**src/logic/osf_pkg.sv**
```systemverilog
package osf_pkg;

    // --------------------------------------------------
    // Channel and sample sizing
    // --------------------------------------------------

    // Channels in the multiplexed stream
    localparam int N_CHAN  = 32;
    localparam int W_CHAN  = 5;

    // Signed sample width
    localparam int W_DATA  = 18;

    // Oversample exponent, 0 to 15
    localparam int W_OS    = 4;

    // Counter holds 2^15 with room to spare
    localparam int W_COUNT = 17;

    // Sum of 2^15 full-scale samples
    localparam int W_SUM   = 34;

    // --------------------------------------------------
    // Write strobe bus
    // --------------------------------------------------

    localparam int W_WR_ADDR = 16;
    localparam int W_WR_CHAN = 16;
    localparam int W_WR_DATA = 48;

    // Oversample register select
    localparam logic [W_WR_ADDR-1:0] OS_ADDR = 16'h0010;

    // --------------------------------------------------
    // Shared types
    // --------------------------------------------------

    // One sample, input and output side alike
    typedef struct packed {
        logic [W_CHAN-1:0]        chan;
        logic signed [W_DATA-1:0] data;
    } osf_sample_t;

    // One write bus transaction
    typedef struct packed {
        logic                 en;
        logic [W_WR_ADDR-1:0] addr;
        logic [W_WR_CHAN-1:0] chan;
        logic [W_WR_DATA-1:0] data;
    } osf_wr_t;

endpackage
```
**src/logic/osf_subsystem.sv**
```systemverilog
module osf_subsystem
    import osf_pkg::*;
(
    input  logic        clk_in,
    input  logic        rst_in,

    // Sample stream in
    input  logic        sample_valid,
    input  osf_sample_t sample_in,

    // Configuration bus
    input  osf_wr_t     wr,

    // Averaged stream out
    output logic        out_valid,
    output osf_sample_t sample_out
);

    // Oversample lookup between filter and registers
    logic [W_CHAN-1:0] os_chan;
    logic [W_OS-1:0]   os_value;

    // --------------------------------------------------
    // Per-channel oversample setting
    // --------------------------------------------------

    osf_config_regs i_osf_config_regs (
        .clk_in   (clk_in),
        .rst_in   (rst_in),
        .wr       (wr),
        .os_chan  (os_chan),
        .os_value (os_value)
    );

    // --------------------------------------------------
    // Averaging pipeline, 3 cycle latency
    // --------------------------------------------------

    oversample_filter i_oversample_filter (
        .clk_in       (clk_in),
        .rst_in       (rst_in),
        .sample_valid (sample_valid),
        .sample_in    (sample_in),
        .os_chan      (os_chan),
        .os_value     (os_value),
        .out_valid    (out_valid),
        .sample_out   (sample_out)
    );

endmodule

```
**src/logic/oversample_filter.sv**
```systemverilog
module oversample_filter
    import osf_pkg::*;
(
    input  logic              clk_in,
    input  logic              rst_in,

    // Input stream
    input  logic              sample_valid,
    input  osf_sample_t       sample_in,

    // Oversample lookup
    output logic [W_CHAN-1:0] os_chan,
    input  logic [W_OS-1:0]   os_value,

    // Averaged output
    output logic              out_valid,
    output osf_sample_t       sample_out
);

    // Running state of one channel
    typedef struct packed {
        logic signed [W_SUM-1:0] sum;
        logic [W_COUNT-1:0]      count;
    } acc_t;

    // Per-channel sums and counts
    acc_t acc_mem [N_CHAN];

    // Stage 1 registers
    logic        s1_valid;
    osf_sample_t s1_sample;
    acc_t        s1_acc;

    // Stage 2 registers
    logic              s2_valid;
    logic [W_CHAN-1:0] s2_chan;
    acc_t              s2_acc;
    logic [W_OS-1:0]   s2_os;

    // Combinational helpers
    acc_t                    fetch_acc;
    acc_t                    base_acc;
    acc_t                    wb_acc;
    logic                    wb_done;
    logic [W_COUNT-1:0]      wb_limit;
    logic signed [W_SUM-1:0] data_ext;
    logic signed [W_SUM-1:0] avg_sum;

    // --------------------------------------------------
    // Stage 3 writeback, from stage 2 registers
    // --------------------------------------------------

    // Group size is 2^os
    assign wb_limit = W_COUNT'(1) << s2_os;

    // At least, so a lowered os still closes the group
    assign wb_done  = s2_acc.count >= wb_limit;

    // Clear channel state on completion
    assign wb_acc   = wb_done ? '0 : s2_acc;

    // Divide by shifting, rounds toward minus infinity
    assign avg_sum  = $signed(s2_acc.sum) >>> s2_os;

    // --------------------------------------------------
    // Forwarding
    // --------------------------------------------------

    // Fetch for a new sample
    // The write landing on this same edge is not yet in memory
    always_comb begin
        if (s2_valid && (s2_chan == sample_in.chan)) begin
            fetch_acc = wb_acc;
        end else begin
            fetch_acc = acc_mem[sample_in.chan];
        end
    end

    // Back-to-back on one channel
    // Previous sample's result is still in stage 2
    always_comb begin
        if (s2_valid && (s2_chan == s1_sample.chan)) begin
            base_acc = wb_acc;
        end else begin
            base_acc = s1_acc;
        end
    end

    // Sign-extend to accumulator width
    assign data_ext = {{(W_SUM-W_DATA){s1_sample.data[W_DATA-1]}}, s1_sample.data};

    // Config lookup happens while the sample sits in stage 1
    assign os_chan = s1_sample.chan;

    // --------------------------------------------------
    // Pipeline
    // --------------------------------------------------

    // Payload registers, no reset
    always_ff @(posedge clk_in) begin
        // Stage 1: capture and fetch
        s1_sample <= sample_in;
        s1_acc    <= fetch_acc;

        // Stage 2: accumulate and count
        s2_chan         <= s1_sample.chan;
        s2_acc.sum      <= base_acc.sum + data_ext;
        s2_acc.count    <= base_acc.count + W_COUNT'(1);
        s2_os           <= os_value;

        // Stage 3: averaged result
        sample_out.chan <= s2_chan;
        sample_out.data <= avg_sum[W_DATA-1:0];
    end

    // Valids and channel state
    always_ff @(posedge clk_in) begin
        if (rst_in) begin
            s1_valid  <= 1'b0;
            s2_valid  <= 1'b0;
            out_valid <= 1'b0;
            // Drop all partial groups
            for (int i = 0; i < N_CHAN; i++) begin
                acc_mem[i] <= '0;
            end
        end else begin
            s1_valid  <= sample_valid;
            s2_valid  <= s1_valid;
            out_valid <= s2_valid && wb_done;
            if (s2_valid) begin
                acc_mem[s2_chan] <= wb_acc;
            end
        end
    end

    // --------------------------------------------------
    // Checks
    // --------------------------------------------------

    // Output only ever follows an accepted sample by three cycles
    a_out_latency: assert property (
        @(posedge clk_in) disable iff (rst_in)
        out_valid |-> $past(sample_valid, 3)
    ) else $error("oversample_filter: out_valid without sample three cycles back");

    // Count bounded by the largest group, 2^15
    a_count_max: assert property (
        @(posedge clk_in) disable iff (rst_in)
        s2_valid |-> (s2_acc.count <= (W_COUNT'(1) << ((1 << W_OS) - 1)))
    ) else $error("oversample_filter: count %0d on channel %0d", s2_acc.count, s2_chan);

endmodule

```
**src/logic/osf_config_regs.sv**
```systemverilog
module osf_config_regs
    import osf_pkg::*;
(
    input  logic              clk_in,
    input  logic              rst_in,

    // Configuration writes
    input  osf_wr_t           wr,

    // Lookup port for the filter
    input  logic [W_CHAN-1:0] os_chan,
    output logic [W_OS-1:0]   os_value
);

    // --------------------------------------------------
    // Write decode
    // --------------------------------------------------

    // Per-channel oversample exponent
    logic [W_OS-1:0]   os_mem [N_CHAN];

    logic              wr_hit;
    logic [W_CHAN-1:0] wr_idx;
    logic [W_OS-1:0]   wr_os;

    // Only the oversample address is live
    assign wr_hit = wr.en && (wr.addr == OS_ADDR);

    // Low bits of channel and data
    assign wr_idx = wr.chan[W_CHAN-1:0];
    assign wr_os  = wr.data[W_OS-1:0];

    // --------------------------------------------------
    // Register array
    // --------------------------------------------------

    always_ff @(posedge clk_in) begin
        if (rst_in) begin
            // Zero everywhere, i.e. pass-through
            for (int i = 0; i < N_CHAN; i++) begin
                os_mem[i] <= '0;
            end
        end else if (wr_hit) begin
            os_mem[wr_idx] <= wr_os;
        end
    end

    // Combinational read for stage 1 of the filter
    assign os_value = os_mem[os_chan];

    // --------------------------------------------------
    // Checks
    // --------------------------------------------------

    // Decoded write must address an existing channel
    a_wr_chan_range: assert property (
        @(posedge clk_in) disable iff (rst_in)
        wr_hit |-> (wr.chan[W_WR_CHAN-1:W_CHAN] == '0)
    ) else $error("osf_config_regs: write to channel %0d out of range", wr.chan);

endmodule

```
**config.mk**
```make
export PLATFORM = sky130hd
export DESIGN_NAME = osf_subsystem
export DESIGN_NICKNAME = d
export VERILOG_FILES = /design/src/logic/osf_pkg.sv /design/src/logic/osf_subsystem.sv /design/src/logic/oversample_filter.sv /design/src/logic/osf_config_regs.sv
export SDC_FILE = /design/constraint.sdc
export NUM_CORES = 2
export LEC_CHECK = 0
export BUFFER_PORTS_ARGS = -buffer_cell sky130_fd_sc_hd__buf_2
export CAP_MARGIN = 20
export CORE_ASPECT_RATIO = 0.7
export CORE_UTILIZATION = 60
export CTS_BUF_LIST = sky130_fd_sc_hd__clkbuf_2
export CTS_CLUSTER_DIAMETER = 120
export CTS_CLUSTER_SIZE = 14
export DETAILED_ROUTE_END_ITERATION = 10
export GPL_TIMING_DRIVEN = 0
export HOLD_SLACK_MARGIN = 0.05
export PLACE_DENSITY = 0.81
export SLEW_MARGIN = 5
export SYNTH_ARGS = -nofsm -noshare
export SYNTH_HDL_FRONTEND = slang
export SYNTH_SLANG_ARGS = --single-unit
```
**constraint.sdc**
```tcl
create_clock -name clk_in -period 8.2 [get_ports clk_in]
set_clock_uncertainty 0.15 [all_clocks]
set_input_delay 1.64 -clock clk_in [delete_from_list [all_inputs] [get_ports clk_in]]
set_output_delay 1.64 -clock clk_in [all_outputs]
set_load 0.01 [all_outputs]
```
==> Yosys cells after proc, flatten, opt, wreduce, memory -nomap -nowiden <==
Memory sizes are Yosys's and may differ from the RTL's. A register that Yosys moved wholly into a read port is not among the register bits.
Index checks and enable logic that the tools add are counted.
{ "totals": {"register_bits": 156, "ramBits": 1760, "inputBits": 107, "output_inout_bits": 24, "wordCells": 45, "mem_count": 2} }
{ "classes": {"add_sub_neg": 2, "order_cmp": 1, "n_eq_ne": 3, "shifts": 2, "mux": 17, "n_reduce_logical": 6} }
{ "memory_table": {"columns": ["name", "words", "width", "rd", "rd_clocked_by_memory_dff", "wr", "line", "text"], "rows": [
  ["i_oversample_filter.acc_mem", 32, 51, 1, 0, 32, "oversample_filter.sv:27", "acc_t acc_mem [N_CHAN];"],
  ["i_osf_config_regs.os_mem", 32, 4, 1, 1, 32, "osf_config_regs.sv:20", "logic [W_OS-1:0] os_mem [N_CHAN];"]
]} }
{ "ops": {"columns": ["op", "count"], "rows": [
  ["51-bit 2-to-1 mux", 4],
  ["51-bit OR reduction", 1],
  ["34-bit by 18-bit adder with 34-bit output", 1],
  ["34-bit by 4-bit >>> shifter with 18-bit output", 1],
  ["17-bit by 1-bit adder with 17-bit output, second input constant", 1],
  ["17-bit greater-or-equal comparator", 1],
  ["1-bit by 4-bit left shift with 17-bit output, first input constant", 1],
  ["16-bit by 5-bit == test with 1-bit output, second input constant", 1],
  ["5-bit == test", 2],
  ["1-bit 2-to-1 mux", 10],
  ["5-bit 2-to-1 mux", 2],
  ["1-bit logical AND", 4],
  ["4-bit 2-to-1 mux", 1],
  ["4-bit OR reduction", 1]
]} }

==> Longest topological paths before layout <==
{ "depth": {"ltp_word": 7, "depth_mapped": 27, "mapped_depth_nobuf": 23} }

==> Modules after synthesis <==
A second synthesis with hierarchy kept.
{ "hier_totals": {"cells_unflattened": 5652, "hier_area_um2": 82122.5} }
{ "by_module_without_submodules": {"columns": ["mod", "instances", "cells_per_inst", "area_each_um2", "seq_area_each_um2"], "rows": [
  ["oversample_filter", 1, 5214, 76119.3, 51209.1],
  ["osf_config_regs", 1, 438, 6003.3, 3843.7]
]} }

==> Worst setup path before layout <==
OpenSTA, ideal clock, no wires.
{ "synth_timing": {"path_kind": "register to register", "start": "register i_oversample_filter.s2_os[0] (read register of i_osf_config_regs.os_mem)", "end": "register i_oversample_filter.s2_acc[34] (netlist bit)", "setup_time_ns": 0.106, "t_arrival_ns": 6.077, "required_time_ns": 7.944, "slack_ns": 1.867, "path_stages_with_launch": 26, "path_buffers": 5, "period_less_slack_ns": 6.333, "path_cell_list": "dfxtp_1 > clkbuf_1 > clkbuf_1 > clkbuf_1 > nor2b_1 > nand2_1 > ha_1 > a21o_1 > a21o_1 > a21oi_2 > a21boi_0 > a21oi_1 > clkbuf_1 > buf_1 > nand2_1 > o21ai_0 > ha_1 > a21oi_1 > nor2_1 > o311ai_0 > a31oi_1 > o21ai_0 > a21oi_1 > o21ai_0 > or4b_2 > o311ai_0"} }
{ "synth_via": {"elab_chain_cells": 5} }
{ "synth_lines": {"columns": ["item", "line", "text"], "rows": [
  ["start, declared", "oversample_filter.sv:38", "logic [W_OS-1:0] s2_os;"],
  ["1-bit by 4-bit left shift with 17-bit output", "oversample_filter.sv:54", "assign wb_limit = W_COUNT'(1) << s2_os;"],
  ["17-bit greater-or-equal comparator", "oversample_filter.sv:57", "assign wb_done = s2_acc.count >= wb_limit;"],
  ["51-bit 2-to-1 mux", "oversample_filter.sv:60", "assign wb_acc = wb_done ? '0 : s2_acc;"],
  ["51-bit 2-to-1 mux", "oversample_filter.sv:82", "if (s2_valid && (s2_chan == s1_sample.chan)) begin"],
  ["34-bit by 18-bit adder with 34-bit output", "oversample_filter.sv:107", "s2_acc.sum <= base_acc.sum + data_ext;"],
  ["end, declared", "oversample_filter.sv:37", "acc_t s2_acc;"]
]} }
No other way between the ends.
A chain may end at the register's enable or synchronous reset.

==> Final worst setup path <==
{ "layout_timing": {"start": "register i_oversample_filter.s2_os[2] (read register of i_osf_config_regs.os_mem)", "end": "register i_oversample_filter.s2_acc[34] (netlist bit)"} }
Same word-level chain as after synthesis.

==> summary.md <==
| Metric | Value |
|---|---|
| Cts bufs inserted | 152 |
| Critical path launch point type | register |
| Fraction of registers with async set/reset | 0% |
| Max Clk Rate | 126 MHz |
| #FFs+latches synth | 1886 |
| Cell area power density | 203 nW/um^2 |
| Synth cell types | 71 |
| Dpl hpwl | 180 mm |
| Area contributors post-synth | edfxtp_1 63%, mux4_2 15%, nor2_1 7.6%, dfxtp_1 3.8%, clkbuf_1 2.0% |
| Worst Tran Pin Value | 1.25 ns |
| CP Max Fanout | 10 |
| DRC | 0 |
| Worst path max stage delay | 0.65 ns |
| Total power | 17.9 mW |
| Initial Util | 60.6% |
| CP required | 9.77 ns |
| FP Rows | 113 |
| Ys flop type | edfxtp_1 |
| Die X | 444 um |
| Synthesized cell area | 82200 um^2 |
| Flop pwr share | 62.6% |
| Pint | 12.7 mW |
| Hold WC Path Type | in -> reg |
| Hold Fails Final Rpt | 0 |
| Area leader, netlist | edfxtp_1 |
| Clk root buf | clkbuf_2 |
| Crit share post-route | 96.5% |
| Status | complete, no violations |
| Placed cells | 7587 |
| P_sw | 5.25 mW |
| PortBufs | 75 |
| Die Area | 139000 um^2 |
| Cell family with most CP delay | compound AO/OA/AOI/OAI gates |
| Share of layout cells above drive strength 1 | 17.8% |
| Setup ws final | 0.290 ns |
| Post-route non-filler standard cell count | 7854 |
| Via/cell ratio | 6.92 |
| Worst hold margin | 0.204 ns |
| Post-Route WL | 254 mm |
| 1st-pass router iterations | 10 |
| Sum of buffers and inverters on the critical path | 5 |
| GRT Util Overall | 36.6% |
| Largest net degree at the start of global routing | 41 |
| Maxcap violations | 0 |
| Vias | 54300 |
| P_leak | 29.8 nW |
| Avg Cell Area, Syn | 14.6 um^2 |
| Dpl cell area | 86400 um^2 |
| Comb pwr share | 17.1% |
| Max Root-Sink Buffers | 3 |
| Setup violators final | 0 |
| Worst vdd ir | 148 uV |
| Initial antenna violation count | 15 |
| Layout area overhead | 7.20% |
| Clock Sinks | 1886 |
| CTS tree | built |
| Clock period minus worst slack | 7.91 ns |
| Post-route ant nets | 0 |
| Clock Pin Slew Worst Setup and Hold Paths | 0.26 ns |
| First-pass GRT wire length | 357 mm |
| RSZ-0062 raised after global routing | false |
| Nets@finish | 6166 |
| Height of the die | 312 um |
| Max-slew headroom | 16.5% |
| Pre-CTS WS | -0.928 ns |
| Wire per inst | 32.4 um |
| Register area share after synthesis | 67.0% |
| Postcts setup bufs | 0 |
| Max-slew violations | 0 |
| Worst Setup Path Type | reg -> reg |
| Vias in the first global route | 52000 |
| CP Capture Type | register |
| Number of synthesized flops with an enable pin | 1728 |
| DR iter-0 viols | 10400 |
| H-tree depth | 4 |
| Placer Congestion | 0.967 |
| Synth top area share | 63.1% |
| CP max-delay cell | a22oi_1 |
| Final instance area | 88100 um^2 |
| Sw frac | 29.3% |
| Io pins | 131 |
| Syn Inst Count | 5641 |
| Core area | 136000 um^2 |
| Clock group share of total power | 20.4% |
| Skew-Pair Late Insertion Delay | 1.84 ns |
| Ys Warns | 0 |
| Gr ovfl total | 0 |
| CP Data Arrival Time | 9.48 ns |
-- final timing paths --
path,end,slack (ns),cells after the start,start
setup / recovery,i_oversample_filter.s2_acc[34],0.29,25,i_oversample_filter.s2_os[2]
hold / removal,i_osf_config_regs.os_mem[0][3],0.20,2,wr[3]
setup reg to reg,i_oversample_filter.s2_acc[34],0.29,25,i_oversample_filter.s2_os[2]
hold reg to reg,i_oversample_filter.s2_chan[1],0.22,0,i_oversample_filter.os_chan[1]
-- cells in the mapped netlist (6+ instances only) --
master,n
a211oi_1,8
a21o_1,16
a21oi_1,56
a31oi_1,11
and2_1,131
and3_1,10
buf_1,52
clkbuf_1,447
dfxtp_1,158
edfxtp_1,1728
ha_1,49
inv_1,22
mux2_2,62
mux2i_1,26
mux4_2,548
nand2_1,235
nand2b_1,39
nand3_1,25
nand3b_1,6
nand4_1,17
nor2_1,1658
nor2b_1,18
nor3_1,17
nor4_1,6
o211ai_1,6
o21a_1,9
o21ai_0,124
or2_2,33
xnor2_1,34
xor2_1,22
-- cells in the final DEF (no fill, tap or decap), drive strengths merged, types with 39 or more instances in the layout --
cell type | netlist | layout
edfxtp | 1728 | 1728
nor2 | 1658 | 1658
clkbuf | 447 | 643
mux4 | 548 | 548
nand2 | 235 | 235
buf | 62 | 218
dfxtp | 158 | 158
and2 | 131 | 131
o21ai | 125 | 125
mux2 | 62 | 62
a21oi | 58 | 58
ha | 49 | 49
nand2b | 39 | 39
-- stage by stage --
stage / utilization [%] / TNS (ns)
after floorplan: - / 0
after global placement: 62.6 / -16.48
after detailed placement: 63.6 / -6.00
after CTS: 64.6 / 0
after global routing: 64.9 / 0
final: 64.9 / 0
-- flip-flops by register name (all words and copies together) (netlist names) --
name and flops:
i_oversample_filter.s2_acc 50, i_oversample_filter.data_ext 18, i_oversample_filter.s1_acc 50, i_osf_config_regs.os_mem 128
i_oversample_filter.sample_out 23, i_oversample_filter.out_valid 1, i_oversample_filter.s2_os 4, i_oversample_filter.acc_mem 1600
i_oversample_filter.os_chan 5, i_oversample_filter.s2_valid 1, i_oversample_filter.s2_chan 5, i_oversample_filter.s1_valid 1
-- metal layers --
| metal | vias to the layer above | global-route usage (%) | part of all wire (%) |
|---|---|---|---|
| li1 | 21300 | - | - |
| met1 | 26500 | 52.2 | 34 |
| met2 | 5576 | 49.2 | 40 |
| met3 | 919 | 15.4 | 20 |
| met4 | 20 | 16.6 | 5.4 |
| met5 | - | 0 | 0.063 |
-- power by group through the flow --
| stage | Combinational, mW | Sequential (mW) | Clock (mW) |
|---|---|---|---|
| final | 3.06 | 11.2 | 3.65 |
| after floorplan | 1.78 | 11.3 | 0 |
| after global routing | 3.16 | 11.2 | 3.88 |
| after CTS | 2.92 | 11.2 | 3.58 |
| after global placement | 2.76 | 11.4 | 0 |
| after detailed placement | 2.90 | 11.4 | 0 |
-- logic make-up (layout without fill, tap and decap cells) --
family / count (synthesis) / in the layout / share of synthesized area (%)
AO/OA/AOI/OAI: 267 / 267 / 1.94
XOR/XNOR: 56 / 56 / 0.597
adder cells (fa/ha/maj): 50 / 50 / 0.770
buffers and inverters: 533 / 920 / 2.48
flip-flops: 1886 / 1886 / 67.0
multiplexers: 636 / 636 / 16.2
other: 1 / 45 / 0.00456
AND/OR/NAND/NOR: 2212 / 2212 / 11.1
-- cell type report --
class | instances | area, um^2
inverter | 24 | 93.8
sequential | 1886 | 55100
fill | 9328 | 47600
buffer | 506 | 1950
clock inverter | 8 | 113
tap | 1782 | 2230
clock buffer | 196 | 981
antenna | 13 | 32.5
timing repair buffer | 186 | 2190
multi-input combinational | 3253 | 25500
-- worst register-to-register path: cells and delay by family, from the launching register on --
family	cells	cell delay, ns
AO/OA/AOI/OAI	12	3.20
adder cells (fa/ha/maj)	2	0.60
buffers and inverters	5	2.01
flip-flops	1	0.41
AND/OR/NAND/NOR	6	1.52
-- repair_timing --
| item | 4_1_cts | 5_1_grt |
|---|---|---|
| gates cloned | 0 | 0 |
| resized for setup | 7 | 11 |
| hold buffers | 27 | 0 |
| endpoints found under the setup margin | 17 | 18 |
| pin swaps | 0 | 0 |
| hold endpoints to repair | 30 | 0 |
(Power assumes the default switching activity.)
